**config.mk**
```make
export PLATFORM = sky130hd
export DESIGN_NAME = matrix_store
export DESIGN_NICKNAME = d
export VERILOG_FILES = /design/src/design/attn_pkg.sv /design/src/design/matrix_store.sv
export SDC_FILE = /design/constraint.sdc
export NUM_CORES = 1
export LEC_CHECK = 0
export BUFFER_PORTS_ARGS = -buffer_cell sky130_fd_sc_hd__buf_2
export CORE_AREA = 2 2 205 207
export CTS_BUF_LIST = sky130_fd_sc_hd__clkbuf_2 sky130_fd_sc_hd__clkbuf_4 sky130_fd_sc_hd__clkbuf_8
export CTS_CLUSTER_SIZE = 14
export DETAILED_ROUTE_END_ITERATION = 8
export DIE_AREA = 0 0 207 209
export GPL_ROUTABILITY_DRIVEN = 0
export PLACE_DENSITY = 0.86
export SETUP_SLACK_MARGIN = 0.3
export SLEW_MARGIN = 20
export SYNTH_ARGS = -nofsm -noshare
export SYNTH_HDL_FRONTEND = slang
export SYNTH_SLANG_ARGS = --single-unit
```
**constraint.sdc**
```tcl
create_clock -name G_clock_K_reg -period 2.4 [get_ports G_clock_K_reg]
set_input_delay 0.12 -clock G_clock_K_reg [delete_from_list [all_inputs] [get_ports G_clock_K_reg]]
set_output_delay 0.12 -clock G_clock_K_reg [all_outputs]
set_load 0.01 [all_outputs]
```
**src/design/attn_pkg.sv**
```systemverilog
// shared dimensions, element types and phase codes for the attention engine
// imported by every design file; ports refer to these by scoped name
package attn_pkg;

  // matrix is always 8x8, rows beyond T stay zero
  localparam int DIM = 8;

  localparam int DATA_W  = 8;
  localparam int PROJ_W  = 20;
  localparam int SCORE_W = 40;
  localparam int OUT_W   = 64;

  // cycles per streamed matrix and per scoring pass
  localparam int LOAD_CYCLES  = 64;
  localparam int SCORE_CYCLES = 64;

  typedef logic signed [DATA_W-1:0]  data_t;
  typedef logic signed [PROJ_W-1:0]  proj_t;
  typedef logic signed [SCORE_W-1:0] score_t;
  typedef logic signed [OUT_W-1:0]   out_t;
  typedef logic [2:0]                idx_t;
  typedef logic [3:0]                t_t;

  typedef enum logic [2:0] {PH_IDLE, PH_LOAD_X, PH_LOAD_K, PH_LOAD_V, PH_SCORE, PH_OUT} phase_t;

endpackage

```
**src/design/matrix_store.sv**
```systemverilog
// 8x8 register matrix with one addressed write per cycle
// the whole matrix is visible at once for parallel reads
`timescale 1ns/1ps

module matrix_store #(
  parameter type elem_t = attn_pkg::data_t
) (
  input  logic           G_clock_K_reg,
  input  logic           rst_n,
  input  logic           clr_i,
  input  logic           we_i,
  input  attn_pkg::idx_t row_i,
  input  attn_pkg::idx_t col_i,
  input  elem_t          data_i,
  output elem_t          mat_o [attn_pkg::DIM][attn_pkg::DIM]
);
  import attn_pkg::*;

  always_ff @(posedge G_clock_K_reg or negedge rst_n) begin
    if (!rst_n) begin
      for (int r = 0; r < DIM; r++) begin
        for (int c = 0; c < DIM; c++) begin
          mat_o[r][c] <= '0;
        end
      end
    end else begin
      // clear first, a write in the same cycle still lands
      if (clr_i) begin
        for (int r = 0; r < DIM; r++) begin
          for (int c = 0; c < DIM; c++) begin
            mat_o[r][c] <= '0;
          end
        end
      end
      if (we_i) mat_o[row_i][col_i] <= data_i;
    end
  end

endmodule

```
Yosys cells after proc, flatten, opt, wreduce, memory -nomap -nowiden
Cells that the tools add are included.

operators by class
  shift operators = 0
  reductions and logical operators = 2
  bitwise logic cells = 2
  $mul = 0
  order comparisons = 4
  equality and inequality tests = 0
  add/subtract/negate cells = 0
  muxes and demuxes = 7
  divide/modulo/power cells = 0

operator list
  cell                                                count
  two-way mux 512 bit                                 2
  bitwise mux 512 bit                                 1
  demux 64 bit (select 3 bit)                         1
  two-way mux 64 bit                                  1
  demux 8 bit (select 3 bit)                          1
  >= comparator 4 bit, second input constant          2
  < comparator 4 x 1 -> 1 bit, second input constant  2
  two-way mux 8 bit                                   1
  NOT 3 -> 4 bit                                      2
  logical AND 1 bit                                   2

word-level totals
  output and inout bits = 512
  memories = 0
  bits of input ports = 18
  word-level logic and storage cells = 79
  bits in writable memories = 0
  ROM bits = 0
  register bits = 512
  latch bits = 0

Longest topological paths before layout
Gate-level depths: netlist of the first run.

  depth after elaboration = 9
  depth in mapped cells = 5
  mapped depth without buffers = 3

Least setup slack after synthesis of the first run
OpenSTA, ideal clock, no wires.

  path kind = input port to flip-flop
  from = in we_i
  to = reg mat_o[472] (netlist bit)
  path slack = 623 ps
  stages = 5
  data required time = 2275 ps
  buffers on the path = 2
  arrival time = 1652 ps
  library setup time = 125 ps
  cells stage by stage = buf_4 or4b_4 or4b_1 buf_4 mux2_4

on the way
  longest elaborated chain between the ends = 1

ends and longest elaborated chain
  element                          line                text
  from (decl)                      matrix_store.sv:11  input logic we_i,
  two-way mux 512 bit              matrix_store.sv:35  if (we_i) mat_o[row_i][col_i] <= data_i;
  to (signal, indexed assignment)  matrix_store.sv:35
  to (decl)                        matrix_store.sv:15  output elem_t mat_o [attn_pkg::DIM][attn_pkg::DIM]

No other way between the ends.

Final worst setup path of the first run
  from = in clr_i
  to = reg mat_o[86] (netlist bit)

on the way
  longest elaborated chain between the ends = 3

ends and longest elaborated chain
  element                  line                text
  from (decl)              matrix_store.sv:10  input logic clr_i,
  two-way mux 512 bit (*)  matrix_store.sv:28  if (clr_i) begin
  bitwise mux 512 bit      matrix_store.sv:35
  two-way mux 512 bit (*)  matrix_store.sv:35

Mark *: on every way between the ends. The rest lies on a longest branch, timed or not.

==> results.yml, run 1 <==
synthesis:
  synth_edf_count: 0
  async_flop_share_pct: 100.0
  seq_area_frac_synth_pct: 55.92
  syn_inst: 1760
  syn_area_sq_mm: 0.02291
  yosysWarnings: 0
  avgSynthCellArea_sq_um: 13.02
  synth_top_area_share_pct: 55.92
  ys_seq_elements: 512
  yosys-top-cells-count: "dfrtp_1 (512), nor2b_1 (512), mux2_2 (496)"
  synth_top_area_cell: "dfrtp_1"
  syn_nets: 1778
  dominantRegCellSynth: "dfrtp_1"
  synth.distinct_cells: 26
  synthTopCellsByArea: "dfrtp_1 (56%), mux2_2 (24%), nor2b_1 (14%), clkbuf_1 (1.9%), mux2_4 (1.0%)"
routing:
  ant_nets: 0
  totalWireLength_um: 66580
  drt_iter0_drc: 1042
  wl_per_cell_um: 22.94
  num_vias: 15935
  vias_per_cell: 5.491
  dr.pass1.iters: 5
  drc: 0
setup_path:
  slowest_stage: "dlygate4sd3_1"
  critPathKind: "in2reg"
  slowest_delay_ns: 0.56
  path_cells: "dlygate4sd3_1 -> buf_8 -> buf_4 -> nor2b_1 -> mux2_2"
  worstPathMaxFanout: 61
  end_kind: "flip-flop"
  start_kind: "input port"
  reg2reg_slack_ns: 1.44
  arrival_ns: 1.99
  worstPathRequired_ns: 2.90
cts:
  cts_tree: "done"
  clock_sinks: 512
  root_buffer: "clkbuf_8"
  cts.path.max_buffers: 3
  postCtsSetupBuffers: 0
  insertion_delay_ns: 0.63
  hold_buffers: 2
  htreeDepth: 3
  cts_made_buffers: 82
  ctsResizeCount: 0
  clk_pin_slew_ns: 0.06
timing:
  min_period_ns: 1.488
  hold_violations: 0
  setup_viol: 0
  fin_hold_ws_ns: 0.05996
  fin_crit_sh_pct: 62.00
  tightest_slew_ns: 1.007
  slew_headroom_pct: 32.89
  skew_ns: 0
  setup_tns_ns: 0
  clock.fmax_mhz: 672.1
  grt_setup_unrepaired: "no"
  maxSlewViolCount: 0
cells_and_area:
  num-nets-final: 2320
  max_flop_register: "mat_o"
  fin_area_sq_mm: 0.02827
  area.sequential_sq_mm: 0.01281
  reg_top3: "mat_o: 512 flops"
  syn_to_final_growth_pct: 23.39
  fill_cells: 2837
  multi_input_area_sq_mm: 0.009604
  largest_reg_flops: 512
  layout-drive-gt1-share_pct: 54.11
place:
  place_area_sq_mm: 0.02645
  portBuffers: 529
  place_hpwl_um: 42160
run_status:
  status: "completed"
grt:
  grt_pass1_vias: 16595
  grt_pass1_wl_um: 100300
  grt_overflow: 0
  grtUsageTotal_pct: 30.15
  grt_antenna_before_repair: 5
  grt_max_degree: 84
floorplan:
  coreArea_sq_mm: 0.04129
  core.rowCount: 75
  start_util_pct: 55.49
  die_h_um: 209
  fp.dieW_um: 207
  pin_count: 530
  dieArea_sq_mm: 0.04326
min_path:
  hold_path_class: "in2async"
power_and_ir_drop:
  leakagePower_uw: 0.01568
  vdd_drop_max_uv: 470.8
  power.density_mw_per_mm2: 627.7
run:
  maxCapViolCount: 0
## report_power, final
part	internal (uW)	total, uW	switching (uW)
Clock	4630	8070	3440
Sequential	8700	8730	31.9
Combinational	257	952	694
Total	13600	17700	4160
## routing by layer
metal | up-vias | GRT usage (%) | wire length, um | part of all wire [%]
met5 | - | 0 | 31 | 0.047
met4 | 6 | 17.36 | 3430 | 5.2
met3 | 203 | 6.492 | 4151 | 6.2
met2 | 661 | 48.38 | 32240 | 48
met1 | 8150 | 38.11 | 26730 | 40
li1 | 6915 | - | - | -
## cells in the final DEF, fill, tap and decap left out, types with 16 or more instances in the layout
cell,netlist,final
dfrtp_1,512,512
nor2_2,24,24
buf_12,0,19
clkbuf_4,0,21
mux2_2,496,496
nand2_1,29,29
mux2_4,16,16
buf_4,3,41
clkbuf_8,0,110
nor2b_1,512,512
buf_2,4,527
## cells by family after synthesis
kind of cell | count (synthesis) | share of synthesized area [%]
buf+inv | 133 | 2.250
flops | 512 | 55.92
mux | 512 | 25.42
simple gates | 603 | 16.41
## path summary, 6_finish.rpt
kind                        cells after the start                 start              endpoint
min in group G_clock_K_reg                      2             data_i[5]  mat_o[245]$_DFF_PN0_
max in group asynchronous                       4                 rst_n  mat_o[363]$_DFF_PN0_
setup reg to reg                                2  mat_o[470]$_DFF_PN0_  mat_o[470]$_DFF_PN0_
setup / recovery                                5                 clr_i   mat_o[86]$_DFF_PN0_
hold / removal                                  2                 rst_n  mat_o[237]$_DFF_PN0_
hold reg to reg                                 2  mat_o[245]$_DFF_PN0_  mat_o[245]$_DFF_PN0_
## per-stage QoR
step,utilization [%],power [uW],setup WS [ns],cells
final,68.47,17750,0.9121,2902
after global placement,64.05,9806,0.3434,2755
after CTS,68.47,17890,0.9611,2901
after global routing,68.47,18330,0.8833,2902
after floorplan,-,9278,0.6231,1760
after detailed placement,64.05,9828,0.2844,2755
## worst max-delay path: cells and delay by family
kind                   cells  cell delay, ns
multiplexers               1            0.29
AND/OR/NAND/NOR            1            0.13
buffers and inverters      3            1.41
## area by class of cell
cell class / count / share of cell area, %
Clock buffer: 131 / 5.913
Multi-Input combinational cell: 1115 / 33.97
Tap cell: 539 / 2.385
Sequential cell: 512 / 45.32
Timing Repair Buffer: 591 / 11.94
Clock inverter: 13 / 0.4647
Antenna cell: 1 / 0.008851
No activity file was read; power rests on OpenSTA's default activity.
==> inputs of run 2 (changes only) <==
- CORE_AREA: 2 2 205 207 -> unset
- CORE_MARGIN: unset -> 2
- CORE_UTILIZATION: unset -> 51
- DIE_AREA: 0 0 207 209 -> unset
- PLACE_DENSITY: 0.86 -> 0.83
- clock period: 2.4 -> 1.2 ns (I/O delays scaled with it)
==> run 2 against run 1 <==
- the run now ends with negative hold slack, negative setup slack left
- critical path depth fell by 4
- flip-flop and latch count is the same
- cell count increased by 12%
- clock power rose by 120%
- non-clock buffer count increased by 287
- wire length up 43%
- global-route usage grew 3.7 points
- setup slack worse by 1.1 ns
- design area is 24% higher
- critical endpoint is now mat_o[290]
- largest power group unchanged
==> results.yml, run 2 (synthesized netlist as in run 1, its figures left out) <==
timing:
  tightest_slew_ns: 0.4916
  clock.fmax_mhz: 697.1
  hold_violations: 15
  fin_hold_ws_ns: -0.1793
  min_period_ns: 1.434
  slew_headroom_pct: 67.23
  fin_crit_sh_pct: 119.5
  skew_ns: 0
  setup_ws_ns: -0.2344
  setup_viol: 636
  maxSlewViolCount: 0
  grt_setup_unrepaired: "yes"
routing:
  drt-met1-wl_um: 32560
  ant_nets: 0
  top_layer_used: "met5"
  dr.pass1.iters: 5
  totalWireLength_um: 95350
  num_vias: 18958
  met2_length_um: 46120
  routed-wl-met3_um: 8641
  drt_iter0_drc: 1735
  wl_per_cell_um: 29.30
  vias_per_cell: 5.826
  drc: 0
cells_and_area:
  largest_reg_flops: 512
  fill_cells: 2150
  syn_to_final_growth_pct: 52.56
  num-nets-final: 2609
  final_common_cell: "dfrtp_1"
  fin_area_sq_mm: 0.03496
  max_flop_register: "mat_o"
  layout-drive-gt1-share_pct: 64.71
  reg_top3: "mat_o: 512 flops"
  mostFrequentLayoutCells: "dfrtp_1 (511), nor2b_1 (388), buf_2 (287)"
min_path:
  hold_path_class: "in2async"
run_status:
  status: "finished, violations left"
  violations: "negative hold slack, negative setup slack"
cts:
  cts.path.max_buffers: 3
  htreeDepth: 3
  clock_sinks: 512
  cts_made_buffers: 84
  root_buffer: "clkbuf_8"
  cts_tree: "done"
  clk_pin_slew_ns: 0.08
  insertion_delay_ns: 0.68
setup_path:
  r2r_start: "mat_o[17]$_DFF_PN0_"
  end_kind: "output pin"
  cp.depth: 1
  rr_endpoint: "mat_o[17]$_DFF_PN0_"
  reg2reg_slack_ns: -0.09
  start_kind: "flip-flop"
  worstPathRequired_ns: 1.14
  r2r_cells: 4
  path_buf_inv: 1
  arrival_ns: 1.37
  critPathKind: "reg2out"
  slowest_delay_ns: 0.47
  endpoint: "mat_o[290]"
  slowest_stage: "dfrtp_1"
  worstPathMaxFanout: 2
  cp-startpoint: "mat_o[290]$_DFF_PN0_"
  cpLargestDelayFamily: "flip-flops"
  path_cells: "buf_6"
place:
  portBuffers: 529
  preCtsSetupSlack_ns: -0.7508
  place_area_sq_mm: 0.02858
  place_hpwl_um: 45460
power_and_ir_drop:
  power.density_mw_per_mm2: 1077
  vdd_drop_max_uv: 1252
  leakagePower_uw: 0.01816
floorplan:
  core.rowCount: 77
  die_h_um: 216.0
  start_util_pct: 51.70
  coreArea_sq_mm: 0.04432
  fp.dieW_um: 216.0
  pin_count: 530
  dieArea_sq_mm: 0.04664
grt:
  grt_pass1_vias: 19445
  grt_max_degree: 84
  grt_antenna_before_repair: 2
  grt_overflow: 0
  grtUsageTotal_pct: 33.90
  grt_pass1_wl_um: 119900
run:
  maxCapViolCount: 0
run 2: cell count changes in the layout (fill, tap and decap cells not counted), sizes merged:
cell         change
clkbuf          +15
buf            +283
dlygate4sd3      +3
inv              -1
bufinv           -1
run 2: worst min-delay path by stage:
stage	startpoint	to	slack, ns	depth (start not counted)
after global routing	rst_n	mat_o[6]$_DFF_PN0_	-0.18	2
after CTS	rst_n	mat_o[33]$_DFF_PN0_	-0.20	2
after detailed placement	rst_n	mat_o[72]$_DFF_PN0_	-0.08	1
after floorplan	rst_n	mat_o[0]$_DFF_PN0_	-0.24	0
after global placement	rst_n	mat_o[144]$_DFF_PN0_	-0.08	1
final	rst_n	mat_o[6]$_DFF_PN0_	-0.18	2
run 2: final cells by class:
cell class	instances	area, sq um	share of cell area [%]
multi-input combinational	1115	11700	33.46
clock inverter	11	98.84	0.2828
timing repair buffer	878	7815	22.36
clock buffer	145	1789	5.118
tap	592	740.7	2.119
sequential	512	12810	36.65
antenna	1	2.502	0.007158
run 2: power by group:
group / internal (uW) / total, uW / leakage (uW) / switching (uW)
combinational: 928 / 2700 / 0.0100 / 1770
clock: 9610 / 17500 / 0.00101 / 7880
sequential: 17400 / 17500 / 0.00714 / 100
total: 27900 / 37700 / 0.0182 / 9750
run 2: stage by stage:
stage               setup TNS, ns  std cells  power [uW]  util [%]
finish                     -50.61       3254       37670     78.88
global route               -66.40       3254       38520     78.88
CTS                        -48.11       3143       36800     74.00
detailed placement        -202.34       2898       19980     64.48
global placement          -192.81       2898       19930     64.48
floorplan                 -112.71       1760       18680         -
run 2: per-layer routing:
layer,GRT usage (%),vias up
li1,-,7503
met1,38.68,9593
met2,57.03,1327
met3,8.865,533
met4,21.00,2
met5,0,-
run 2: what timing repair did:
item                                    CTS  global route
endpoints found under the setup margin  747          1015
gates resized for setup                 401           312
pin swaps                                 3             2
hold buffers                              4             2
setup buffers                            85           109
hold endpoints to repair                611            26
