--- src/design/attn_pkg.sv ---
// shared dimensions, element types and phase codes for the attention engine
// imported by every design file; ports refer to these by scoped name
package attn_pkg;

  // matrix is always 8x8, rows beyond T stay zero
  localparam int DIM = 8;

  localparam int DATA_W  = 8;
  localparam int PROJ_W  = 20;
  localparam int SCORE_W = 40;
  localparam int OUT_W   = 64;

  // cycles per streamed matrix and per scoring pass
  localparam int LOAD_CYCLES  = 64;
  localparam int SCORE_CYCLES = 64;

  typedef logic signed [DATA_W-1:0]  data_t;
  typedef logic signed [PROJ_W-1:0]  proj_t;
  typedef logic signed [SCORE_W-1:0] score_t;
  typedef logic signed [OUT_W-1:0]   out_t;
  typedef logic [2:0]                idx_t;
  typedef logic [3:0]                t_t;

  typedef enum logic [2:0] {PH_IDLE, PH_LOAD_X, PH_LOAD_K, PH_LOAD_V, PH_SCORE, PH_OUT} phase_t;

endpackage

--- src/design/attn_seq.sv ---
// run sequencer: latches T, counts steps and walks the phases of one run
// index and write strobes are combinational, the store writes on the next edge
`timescale 1ns/1ps

module attn_seq (
  input  logic             G_clock_K_reg,
  input  logic             rst_n,
  input  logic             in_valid_i,
  input  attn_pkg::t_t     t_i,
  output attn_pkg::phase_t phase_o,
  output attn_pkg::idx_t   row_idx_o,
  output attn_pkg::idx_t   col_idx_o,
  output logic             x_we_o,
  output logic             w_we_o,
  output logic             clr_o
);
  import attn_pkg::*;

  phase_t     phase_q;
  logic [5:0] step_q;
  idx_t       last_row_q;
  idx_t       last_row;
  logic       start;
  logic       loading;

  // T of 1 or 4 is taken as is, anything else means 8 rows
  function automatic idx_t last_row_of(t_t t);
    case (t)
      4'd1:    return 3'd0;
      4'd4:    return 3'd3;
      default: return 3'd7;
    endcase
  endfunction

  always_comb begin
    start   = (phase_q == PH_IDLE) && in_valid_i;
    loading = (phase_q == PH_IDLE) || (phase_q == PH_LOAD_X);
    // first cycle of a run still sees T on the pins
    last_row = (phase_q == PH_IDLE) ? last_row_of(t_i) : last_row_q;
  end

  // step counter is row-major, row in the top three bits
  assign row_idx_o = step_q[5:3];
  assign col_idx_o = step_q[2:0];
  assign phase_o   = phase_q;
  assign clr_o     = start;
  assign w_we_o    = in_valid_i && loading;
  // masked rows never reach the X store
  assign x_we_o    = in_valid_i && loading && (step_q[5:3] <= last_row);

  always_ff @(posedge G_clock_K_reg or negedge rst_n) begin
    if (!rst_n) begin
      phase_q    <= PH_IDLE;
      step_q     <= '0;
      last_row_q <= '0;
    end else if (start) begin
      // entry 0 is written this cycle, so step 1 follows
      phase_q    <= PH_LOAD_X;
      step_q     <= 6'd1;
      last_row_q <= last_row;
    end else begin
      case (phase_q)
        PH_LOAD_X, PH_LOAD_K, PH_LOAD_V: begin
          step_q <= step_q + 6'd1;
          if (step_q == 6'(LOAD_CYCLES - 1)) begin
            phase_q <= (phase_q == PH_LOAD_X) ? PH_LOAD_K :
                       (phase_q == PH_LOAD_K) ? PH_LOAD_V : PH_SCORE;
          end
        end
        PH_SCORE: begin
          step_q <= step_q + 6'd1;
          if (step_q == 6'(SCORE_CYCLES - 1)) phase_q <= PH_OUT;
        end
        PH_OUT: begin
          // stop after the last column of the last live row
          if (step_q == {last_row_q, 3'b111}) begin
            phase_q <= PH_IDLE;
            step_q  <= '0;
          end else begin
            step_q <= step_q + 6'd1;
          end
        end
        default: begin
          phase_q <= PH_IDLE;
          step_q  <= '0;
        end
      endcase
    end
  end

endmodule

--- config.mk ---
export PLATFORM = sky130hd
export DESIGN_NAME = attn_seq
export DESIGN_NICKNAME = d
export VERILOG_FILES = /design/src/design/attn_pkg.sv /design/src/design/attn_seq.sv
export SDC_FILE = /design/constraint.sdc
export NUM_CORES = 1
export LEC_CHECK = 0
export ABC_AREA = 0
export BUFFER_PORTS_ARGS = -buffer_cell sky130_fd_sc_hd__buf_2
export CAP_MARGIN = 20
export CORE_MARGIN = 2
export CORE_UTILIZATION = 50
export DETAILED_ROUTE_END_ITERATION = 8
export GPL_TIMING_DRIVEN = 0
export PLACE_DENSITY_LB_ADDON = 0.1
export SLEW_MARGIN = 20
export SYNTH_ARGS = -nofsm -noshare
export SYNTH_HDL_FRONTEND = slang
export SYNTH_SLANG_ARGS = --single-unit
--- constraint.sdc ---
create_clock -name G_clock_K_reg -period 2.4 [get_ports G_clock_K_reg]
set_clock_uncertainty 0.1 [all_clocks]
set_input_delay 0.24 -clock G_clock_K_reg [delete_from_list [all_inputs] [get_ports G_clock_K_reg]]
set_output_delay 0.24 -clock G_clock_K_reg [all_outputs]
set_load 0.01 [all_outputs]
# Yosys cells after proc, flatten, opt, wreduce, memory -nomap -nowiden
# Cells that the tools add are included.
# op_classes
add_sub_neg	1
magnitude_cmp	1
n_eq_ne	12
n_mux	12
n_reduce_logical	8
# ops
op	count
$mux 3	7
$mux 6	2
$pmux 6 s2	1
$ne 3x3->1 const B	3
$pmux 3 s3	1
$add 6x1->6 const B	1
$eq 3x2->1 const B	2
$eq 3x3->1 const B	2
$eq 6x6->1	1
$eq 6x6->1 const B	1
$pmux 3 s2	1
$eq 4x1->1 const B	1
$eq 4x3->1 const B	1
$reduce_or 4->1	1
$eq 3x1->1 const B	1
$le 3x3->1	1
$logic_and 1x1->1	3
$logic_not 3->1	1
$reduce_and 3->1	1
$reduce_or 3->1	1
$logic_or 1x1->1	1
# word_totals
regBits	12
inputBits	7
out_inout_bits	12
wordCells	37

# Longest topological paths before layout
# Gate-level depths: netlist of the first run.
# depth
ltp_word	6
mapped_depth	10
depth_no_buf	8

# Worst setup path after synthesis of the first run
# No wires, ideal clock.
# synth_timing
kind	register -> output
startpoint	register phase_q[2], in the netlist phase_o[2]
endpoint	output port x_we_o
t_arrival_ps	2062
t_required_ps	2060
path_slack_ps	-2
path_stages_with_launch	11
n_path_buf	2
cell_sequence	dfrtp_1 > buf_6 > or3_4 > buf_6 > nor2_1 > a21oi_1 > ha_1 > nor2b_1 > o21a_1 > o21ai_0 > and2_1
# synth_via
elab_chain_len	4
elab_cells_between_ends	7
classes_between	order compare (1); eq/ne (1); mux (1); reduce/logical (4)
# synth_lines
element	line_no	rtl
start, declared	attn_seq.sv:19	phase_t phase_q;
start signal, assigned	attn_seq.sv:66	phase_q <= (phase_q == PH_LOAD_X) ? PH_LOAD_K :
$logic_not 3->1 / $eq 3x1->1 (equally long branches)	attn_seq.sv:37, attn_seq.sv:39	
$mux 3 / $logic_or 1x1->1 (equally long branches)	attn_seq.sv:39, attn_seq.sv:37	
$le 3x3->1 / $logic_and 1x1->1 (equally long branches)	attn_seq.sv:49	assign x_we_o = in_valid_i && loading && (step_q[5:3] <= last_row);
$logic_and 1x1->1 *	attn_seq.sv:49	
end, declared	attn_seq.sv:13	output logic x_we_o,
# Mark *: on every way between the ends. The rest lies on a longest branch, timed or not.

# Final worst setup path of the first run
# Same ends and word-level chain as after synthesis.

==> summary.txt, run 1 <==
Max Buffers Root-to-Sink = 2
Via count = 659
Critical path type = flop to output pin
WL final = 1480 um
Die extent in y = 43.1 um
Area fraction in compound gates after synthesis = 11.0%
Failing checks = setup timing
Hold Slack = 0.167 ns
Global-route wire length before repair = 2750 um
Hold Vio Cnt, Final = 0
Post-Syn Nets = 94
Syn Inst Count = 83
Commonest cells post-synth = dfrtp_1 (12), nor2_1 (10), nand2_1 (6), xnor2_1 (6)
Post-Synth Simple-Gate Area = 25.9%
Mapped Avg Cell Area = 9.20 um^2
CP Max Fanout = 3
Nets@finish = 121
Critical path's largest stage delay = 0.38 ns
Clock latency on the worst-skew pair = 0.27 ns
Post-synth top area cell = dfrtp_1
Clk sinks = 12
Outcome = complete, but fails checks
Worst EP required = 2.06 ns
Root buf cell = clkbuf_4
Routed len/inst = 11.9 um
Post-DP HPWL = 1100 um
DRC Markers = 0
VDD IR max = 0.000264 V
Async SR Flop Fraction = 100%
Crit share post-route = 105%
Number of buffers added on ports = 18
Cell Area, Synth = 763 um^2
Yosys warning total = 0
Largest net degree at the start of global routing = 13
Worst-path cell chain = buf_6, or3_4, nor2_4, a21oi_2, ha_1, nor2b_1, o21a_1, o21ai_1, and2_1, buf_2
Max Freq = 396 MHz
Initial drt markers = 9
Post-synth top flop = dfrtp_1
Num ports = 19
Leak pwr = 0.470 nW
Sequential share of the synthesized area = 39.3%
Cell with the largest stage delay on the worst path = dfrtp_1
Synth unique cells = 30
Layout cells sized above 1 = 32.4%
Startpoint types = flop
DIE AREA = 0.00186 mm^2
Nature of the critical path endpoint = output pin
Vias in the first global route = 643
CTS tree = built
Initial antenna violation count = 0
# setup viols final = 1
Placement row count = 14
Largest family of logic cells by synthesized area = simple AND/OR/NAND/NOR gates
Inserted Diodes = 0
Top cells by area, synth = dfrtp_1 (39%), xnor2_1 (6.9%), ha_1 (6.6%)
Area grow syn2layout = 24.1%
GRT overflow = 0
Slew Limit Fails = 0
Routability Congestion = 0.749
Routed Antenna Nets = 0
EDFF count, synth = 0
Top cell type's share of synthesized area = 39.3%
Via density = 5.31
Post-synthesis mux area share = 1.31%
Total CTS buffers = 3
Core Region = 0.00147 mm^2
Finished Core Util = 64.4%
PD cells = 359 mW/mm^2
First-pass detailed-route iteration total = 4
Reg clk slew, reported paths = 0.08 ns
Tightest Pin Transition = 0.520 ns
Worst setup margin = -0.126 ns
Minimum clock period = 2.53 ns
Synth Area in Adders = 6.56%
Total negative slack = -0.126 ns
Worst path bufs/invs = 2
Total of max-cap violations = 0
RSZ-0062 raised after global routing = true
Slew headroom = 65.2%
Initial Util = 51.9%
Dpl ws = -0.109 ns
CTS H-Tree Depth = 1
Total power = 340 uW
FF+latch count, synth = 12
Total track usage = 19.9%
Most frequent cell after synthesis = dfrtp_1
XOR/XNOR Fraction of Synth Area = 10.3%
Die Width = 43.1 um
Crit path max-delay family = simple AND/OR/NAND/NOR gates
Worst min path class = input port to flop
Crit path DAT = 2.19 ns
[worst register-to-register path: cells and delay by family, from the launching register on]
kind / cells / cell delay [ns]
DFF: 1 / 0.38
and+or+nand+nor: 3 / 0.78
AOI/OAI and AO/OA: 1 / 0.10
buffers and inverters: 2 / 0.27
[per-stage QoR]
stage          cells  cell area (um^2)
4_1_cts          124               947
6_report         124               947
3_5_place_dp     117               876
3_3_place_gp     117               876
2_1_floorplan     83               766
5_1_grt          124               947
[cells by family after synthesis]
family / Yosys count
compound gates: 14
xor+xnor: 9
fa+ha+maj: 4
buf+inv: 7
flops: 12
mux: 1
simple gates: 36
[cell type report]
class	count	area, um^2
Buffer	1	11.3
Clock buffer	3	22.5
Fill cell	134	524
Inverter	4	15.0
Multi-Input combinational cell	64	438
Sequential cell	12	303
Tap cell	16	20.0
Timing Repair Buffer	24	138
[per-layer routing]
metal | routed length (um) | part of all wire [%] | track usage, %
met5 | 0 | 0 | 0
met4 | 14 | 0.95 | 7.88
met3 | 60 | 4.1 | 3.83
met2 | 688 | 46 | 31.2
met1 | 718 | 49 | 27.0
[cell usage in the layout (no fill, tap or decap), types with 2 or more instances in the layout]
master    instances
nand2_1           6
nand3_1           3
o21ai_1           4
nand2b_1          2
dfrtp_1          10
xor2_1            3
nor2_1            9
a21o_1            3
dfrtp_2           2
xnor2_1           6
clkbuf_4          3
buf_2            18
inv_1             3
buf_4             5
nor3b_1           2
and2_1            3
ha_1              4
a21oi_1           3
nor3_1            3
[power by group]
part	total, mW	internal (mW)	switching (mW)	leakage, nW
registers	0.202	0.202	0	0.145
logic	0.0169	0.00773	0.00918	0.311
clock network	0.121	0.0579	0.0631	0.0138
[flip-flops by register name, summed over array words and instances, names as in the netlist]
signal      count
phase_o         3
last_row_q      3
step_q          6
[path summary, 6_finish.rpt]
path,startpoint,endpoint,slack (ns),cells after the start
max in group asynchronous,rst_n,phase_o[1],1.69,2
max,phase_o[2],x_we_o,-0.13,10
min in group asynchronous,rst_n,last_row_q[2],0.27,2
max reg2reg,phase_o[2],last_row_q[1],0.71,6
min,t_i[3],last_row_q[2],0.17,3
min reg2reg,step_q[0],step_q[0],0.40,1
[what timing repair did]
action,in CTS,in global routing
hold endpoints to repair,12,0
resized for setup,6,0
setup buffers,5,0
setup endpoints to repair,1,1
pin swaps,2,0
hold buffers,1,0
Power figures use the tool's default switching activity.
==> run 2: changes to the inputs <==
--- a/config.mk
+++ b/config.mk
@@ -9,10 +9,11 @@
 export BUFFER_PORTS_ARGS = -buffer_cell sky130_fd_sc_hd__buf_2
 export CAP_MARGIN = 20
 export CORE_MARGIN = 2
-export CORE_UTILIZATION = 50
+export CORE_UTILIZATION = 54
+export CTS_BUF_LIST = sky130_fd_sc_hd__clkbuf_2
 export DETAILED_ROUTE_END_ITERATION = 8
 export GPL_TIMING_DRIVEN = 0
-export PLACE_DENSITY_LB_ADDON = 0.1
+export PLACE_DENSITY = 0.87
 export SLEW_MARGIN = 20
 export SYNTH_ARGS = -nofsm -noshare
 export SYNTH_HDL_FRONTEND = slang
==> summary.txt, run 2 (same netlist as run 1, synthesis figures left out) <==
Outcome = complete, but fails checks
Failing checks = setup timing
Worst EP required = 2.06 ns
Multi-input combinational cell area = 445 um^2
Finished Core Util = 72.9%
Placement row count = 13
CTS H-Tree Depth = 1
Num ports = 19
Critical path endpoint = x_we_o
Routability Congestion = 0.784
Max Freq = 381 MHz
FF/Latch Area = 303 um^2
GRT overflow = 0
Number of buffers added on ports = 18
Nets@finish = 123
DIE AREA = 0.00173 mm^2
Final Cell Area = 961 um^2
Leak pwr = 0.479 nW
Post-DP HPWL = 1240 um
Nature of the critical path endpoint = output pin
Initial Util = 57.9%
Routed Antenna Nets = 0
Hold Slack = 0.162 ns
Global-route wire length before repair = 3110 um
Hold Vio Cnt, Final = 0
Flip-flop count of the largest register after layout = 6
Via count = 688
Clk sinks = 12
Crit path DAT = 2.28 ns
Largest net degree at the start of global routing = 13
PD cells = 342 mW/mm^2
Worst min path class = input port to flop
VDD IR max = 0.000254 V
Core Region = 0.00132 mm^2
Placed instance area = 875 um^2
Total of max-cap violations = 0
CP Max Fanout = 4
Layout cells sized above 1 = 34.2%
Inserted Diodes = 0
FF-to-FF path depth = 6
Area grow syn2layout = 25.9%
Slew Limit Fails = 0
Most common cell after layout, fill and taps aside = buf_2
Via density = 5.46
Max Buffers Root-to-Sink = 2
Worst setup margin = -0.224 ns
Total power = 329 uW
Total track usage = 23.9%
Routed len/inst = 14.4 um
Setup crit start = phase_o[2]
First-pass detailed-route iteration total = 4
Initial antenna violation count = 0
Clock latency on the worst-skew pair = 0.29 ns
DRC Markers = 0
RSZ-0062 raised after global routing = true
Most frequent cells in the layout = buf_2 (18), dfrtp_1 (10), nor2_1 (9), buf_4 (8)
Worst reg2reg path startpoint = phase_o[2]
Vias in the first global route = 687
Die Width = 41.6 um
CTS tree = built
Crit share post-route = 109%
# setup viols final = 1
Tightest Pin Transition = 0.531 ns
Largest register by flop count = step_q
Die extent in y = 41.6 um
Startpoint types = flop
Initial drt markers = 12
R2r setup slk = 0.62 ns
Critical path type = flop to output pin
Total CTS buffers = 3
Filler Cell Count = 100
Root buf cell = clkbuf_2
Reg clk slew, reported paths = 0.12 ns
Minimum clock period = 2.62 ns
Slew headroom = 64.5%
WL final = 1810 um
R2R Path End = last_row_q[1]
Hold path depth = 3
## run 2: changes by cell type in the layout (fill, tap and decap cells not counted)
cell,before,now
buf_4,5,8
buf_6,1,0
clkbuf_2,0,3
clkbuf_4,3,0
clkinv_1,0,1
nor2b_1,1,0
nor2b_4,0,1
## run 2: how the worst min path moves through the flow
stage	startpoint	end	slack [ns]
final	t_i[3]	last_row_q[2]	0.16
after global routing	t_i[1]	last_row_q[2]	0.19
after CTS	t_i[3]	last_row_q[2]	0.15
after detailed placement	rst_n	step_q[2]	0.04
after global placement	rst_n	step_q[2]	0.03
after floorplan	rst_n	last_row_q[0]	-0.16
## run 2: repair_timing
action / CTS / global route
pin swaps: 3 / 4
gates resized for setup: 5 / 3
hold endpoints to repair: 12 / 0
buffers inserted: 6 / 2
hold buffers: 1 / 0
endpoints found under the setup margin: 1 / 1
## run 2: layout make-up
type	count	share of cell area (%)
clock buffers	3	1.56
well taps	15	1.95
repair buffers	27	16.7
inverters	4	1.56
multi-input cells	64	46.4
clock inverters	1	0.391
flip-flops and latches	12	31.5
## run 2: worst max-delay path: stages (launching register included)
cell and delay, ns:
dfrtp_1 0.41, or3_4 0.44, nor2_4 0.14, a21oi_2 0.05
ha_1 0.30, nor2b_4 0.14, o21a_1 0.16, o21ai_1 0.12
and2_1 0.13, buf_2 0.12
## run 2: routing by layer
layer	wire (um)	track usage (%)	vias to the layer above
met1	791	31.6	323
met2	888	38.8	20
met4	70	9.68	0
li1	-	-	338
met5	0	0	-
met3	61	3.91	7
## run 2: where the power goes
| group | switching (mW) | internal (mW) | leakage, nW |
|---|---|---|---|
| Combinational | 0.00976 | 0.00773 | 0.319 |
| Sequential | 0 | 0.202 | 0.145 |
| Clock | 0.0730 | 0.0361 | 0.0140 |
## run 2: through the flow
step | setup WS [ns] | setup TNS [ns] | instances
2_1_floorplan | 0.0182 | 0 | 83
3_3_place_gp | -0.0660 | -0.0660 | 116
3_5_place_dp | -0.114 | -0.114 | 116
4_1_cts | -0.212 | -0.212 | 125
5_1_grt | -0.310 | -0.310 | 126
6_report | -0.224 | -0.224 | 126
==> run 3: changes to the inputs <==
--- a/config.mk
+++ b/config.mk
@@ -9,11 +9,11 @@
 export BUFFER_PORTS_ARGS = -buffer_cell sky130_fd_sc_hd__buf_2
 export CAP_MARGIN = 20
 export CORE_MARGIN = 2
-export CORE_UTILIZATION = 54
+export CORE_UTILIZATION = 55
 export CTS_BUF_LIST = sky130_fd_sc_hd__clkbuf_2
 export DETAILED_ROUTE_END_ITERATION = 8
 export GPL_TIMING_DRIVEN = 0
-export PLACE_DENSITY = 0.87
+export PLACE_DENSITY = 0.88
 export SLEW_MARGIN = 20
 export SYNTH_ARGS = -nofsm -noshare
 export SYNTH_HDL_FRONTEND = slang
==> constraint.sdc (replaced) <==
create_clock -name G_clock_K_reg -period 3.35 [get_ports G_clock_K_reg]
set_clock_uncertainty 0.1 [all_clocks]
set_input_delay 0.335 -clock G_clock_K_reg [delete_from_list [all_inputs] [get_ports G_clock_K_reg]]
set_output_delay 0.335 -clock G_clock_K_reg [all_outputs]
set_load 0.01 [all_outputs]
==> summary.txt, run 3 (same netlist as run 1, synthesis figures left out) <==
Clock share of power = 31.1%
Total negative slack = 0 ns
Critical Path Most Common Cell = buf_6
Placement row count = 13
Int Pwr = 175 uW
Minimum clock period = 2.91 ns
Via count = 655
Routed Antenna Nets = 0
Initial Util = 58.7%
Num ports = 19
Clock latency on the worst-skew pair = 0.27 ns
Outcome = finished, final reports clean
Metal3 WL = 53 um
Crit path DAT = 2.47 ns
# setup viols final = 0
CTS tree = built
Vias in the first global route = 619
Die extent in y = 41.3 um
DIE AREA = 0.00170 mm^2
Core Region = 0.00130 mm^2
DRC Markers = 0
Max Buffers Root-to-Sink = 2
Psw = 52.6 uW
Inserted Diodes = 0
Post-DP HPWL = 1190 um
Nets@finish = 118
Hold Vio Cnt, Final = 0
Slew Limit Fails = 0
Number of buffers added on ports = 18
Max Freq = 344 MHz
Finished Core Util = 68.9%
CTS H-Tree Depth = 1
GRT overflow = 0
Critical path type = flop to output pin
Root buf cell = clkbuf_2
Total track usage = 24.0%
Most common cell after layout, fill and taps aside = buf_2
Total CTS buffers = 3
WL final = 1540 um
Initial drt markers = 7
Nature of the critical path endpoint = output pin
Worst EP required = 2.91 ns
Most frequent cells in the layout = buf_2 (19), dfrtp_1 (12), nor2_1 (10), nand2_1 (6), xnor2_1 (6)
Worst min path class = input port to flop
Cell with the largest stage delay on the worst path = dfrtp_1
Layout cells sized above 1 = 25.7%
Area grow syn2layout = 17.5%
Largest net degree at the start of global routing = 13
Switching share of total power = 23.2%
RSZ-0062 raised after global routing = false
Startpoint types = flop
Clk sinks = 12
Slew headroom = 57.4%
Highest routed metal layer = met4
PD cells = 253 mW/mm^2
Initial antenna violation count = 0
Global-route wire length before repair = 2600 um
Worst-path cell chain = buf_6, or3_4, buf_6, nor2_1, a21oi_1, ha_1, nor2b_1, o21a_1, o21ai_0, and2_1, buf_2
Reg clk slew, reported paths = 0.11 ns
VDD IR max = 0.000174 V
First-pass detailed-route iteration total = 4
Largest register by flop count = step_q
Die Width = 41.3 um
Critical path's largest stage delay = 0.40 ns
Wire length on met1 = 706 um
Total of max-cap violations = 0
Worst path bufs/invs = 3
CP Max Fanout = 10
Sequential share of power = 63.7%
Routed len/inst = 12.8 um
Flip-flop count of the largest register after layout = 6
Comb pwr share = 5.1%
Tightest Pin Transition = 0.630 ns
Crit share post-route = 86.8%
Routability Congestion = 0.834
Crit path max-delay family = simple AND/OR/NAND/NOR gates
Post-CTS Setup Bufs = 0
Met2 routed WL = 760 um
Leak pwr = 0.455 nW
Via density = 5.46
==> run 3: through the flow <==
step | area, um^2 | power [mW] | hold slack (ns) | setup WS [ns] | instances
2_1_floorplan | 763 | 0.151 | -0.0606 | 0.853 | 83
4_1_cts | 897 | 0.227 | 0.288 | 0.445 | 120
3_5_place_dp | 872 | 0.158 | 0.122 | 0.691 | 116
3_3_place_gp | 872 | 0.158 | 0.122 | 0.721 | 116
5_1_grt | 897 | 0.235 | 0.326 | 0.233 | 120
6_report | 897 | 0.227 | 0.288 | 0.443 | 120
==> run 3: timing repair <==
item / 4_1_cts / 5_1_grt
resized for setup: 0 / 0
hold buffers: 1 / 0
endpoints found under the hold margin: 12 / 0
==> run 3: worst min-delay path: cells and delay by family <==
family,cells,cell delay (ns)
AO/OA/AOI/OAI,1,0.14
buffers and inverters,1,0.09
AND/OR/NAND/NOR,1,0.06
==> run 3: final cells by class <==
type	count	area [um^2]
buffer	3	27.5
clock buffer	3	15.0
fill	112	404
inverter	4	15.0
multi-input combinational	64	420
sequential	12	300
tap	15	18.8
timing repair buffer	19	100
==> run 3: routing by layer <==
layer / vias up / global-route usage [%]
met5: - / 0
met4: 0 / 9.68
met3: 4 / 3.26
met2: 13 / 41.4
met1: 306 / 29.8
li1: 332 / -
==> run 3: path summary, 6_finish.rpt <==
kind                       slack, ns       endpoint  cells after the start  startpoint
max                             0.44         x_we_o                     11  phase_o[2]
min                             0.29  last_row_q[2]                      3      t_i[3]
max reg2reg                     1.69      step_q[0]                      5   step_q[0]
min reg2reg                     0.43      step_q[0]                      1   step_q[0]
max in group asynchronous       2.55     phase_o[1]                      2       rst_n
min in group asynchronous       0.39      step_q[3]                      2       rst_n
==> run 3: power groups by stage <==
stage / Sequential, mW / Clock, mW / Combinational, mW
final: 0.145 / 0.0707 / 0.0116
after global routing: 0.145 / 0.0768 / 0.0133
after CTS: 0.145 / 0.0706 / 0.0117
after detailed placement: 0.148 / 0 / 0.0108
after global placement: 0.148 / 0 / 0.0104
after floorplan: 0.148 / 0 / 0.00307
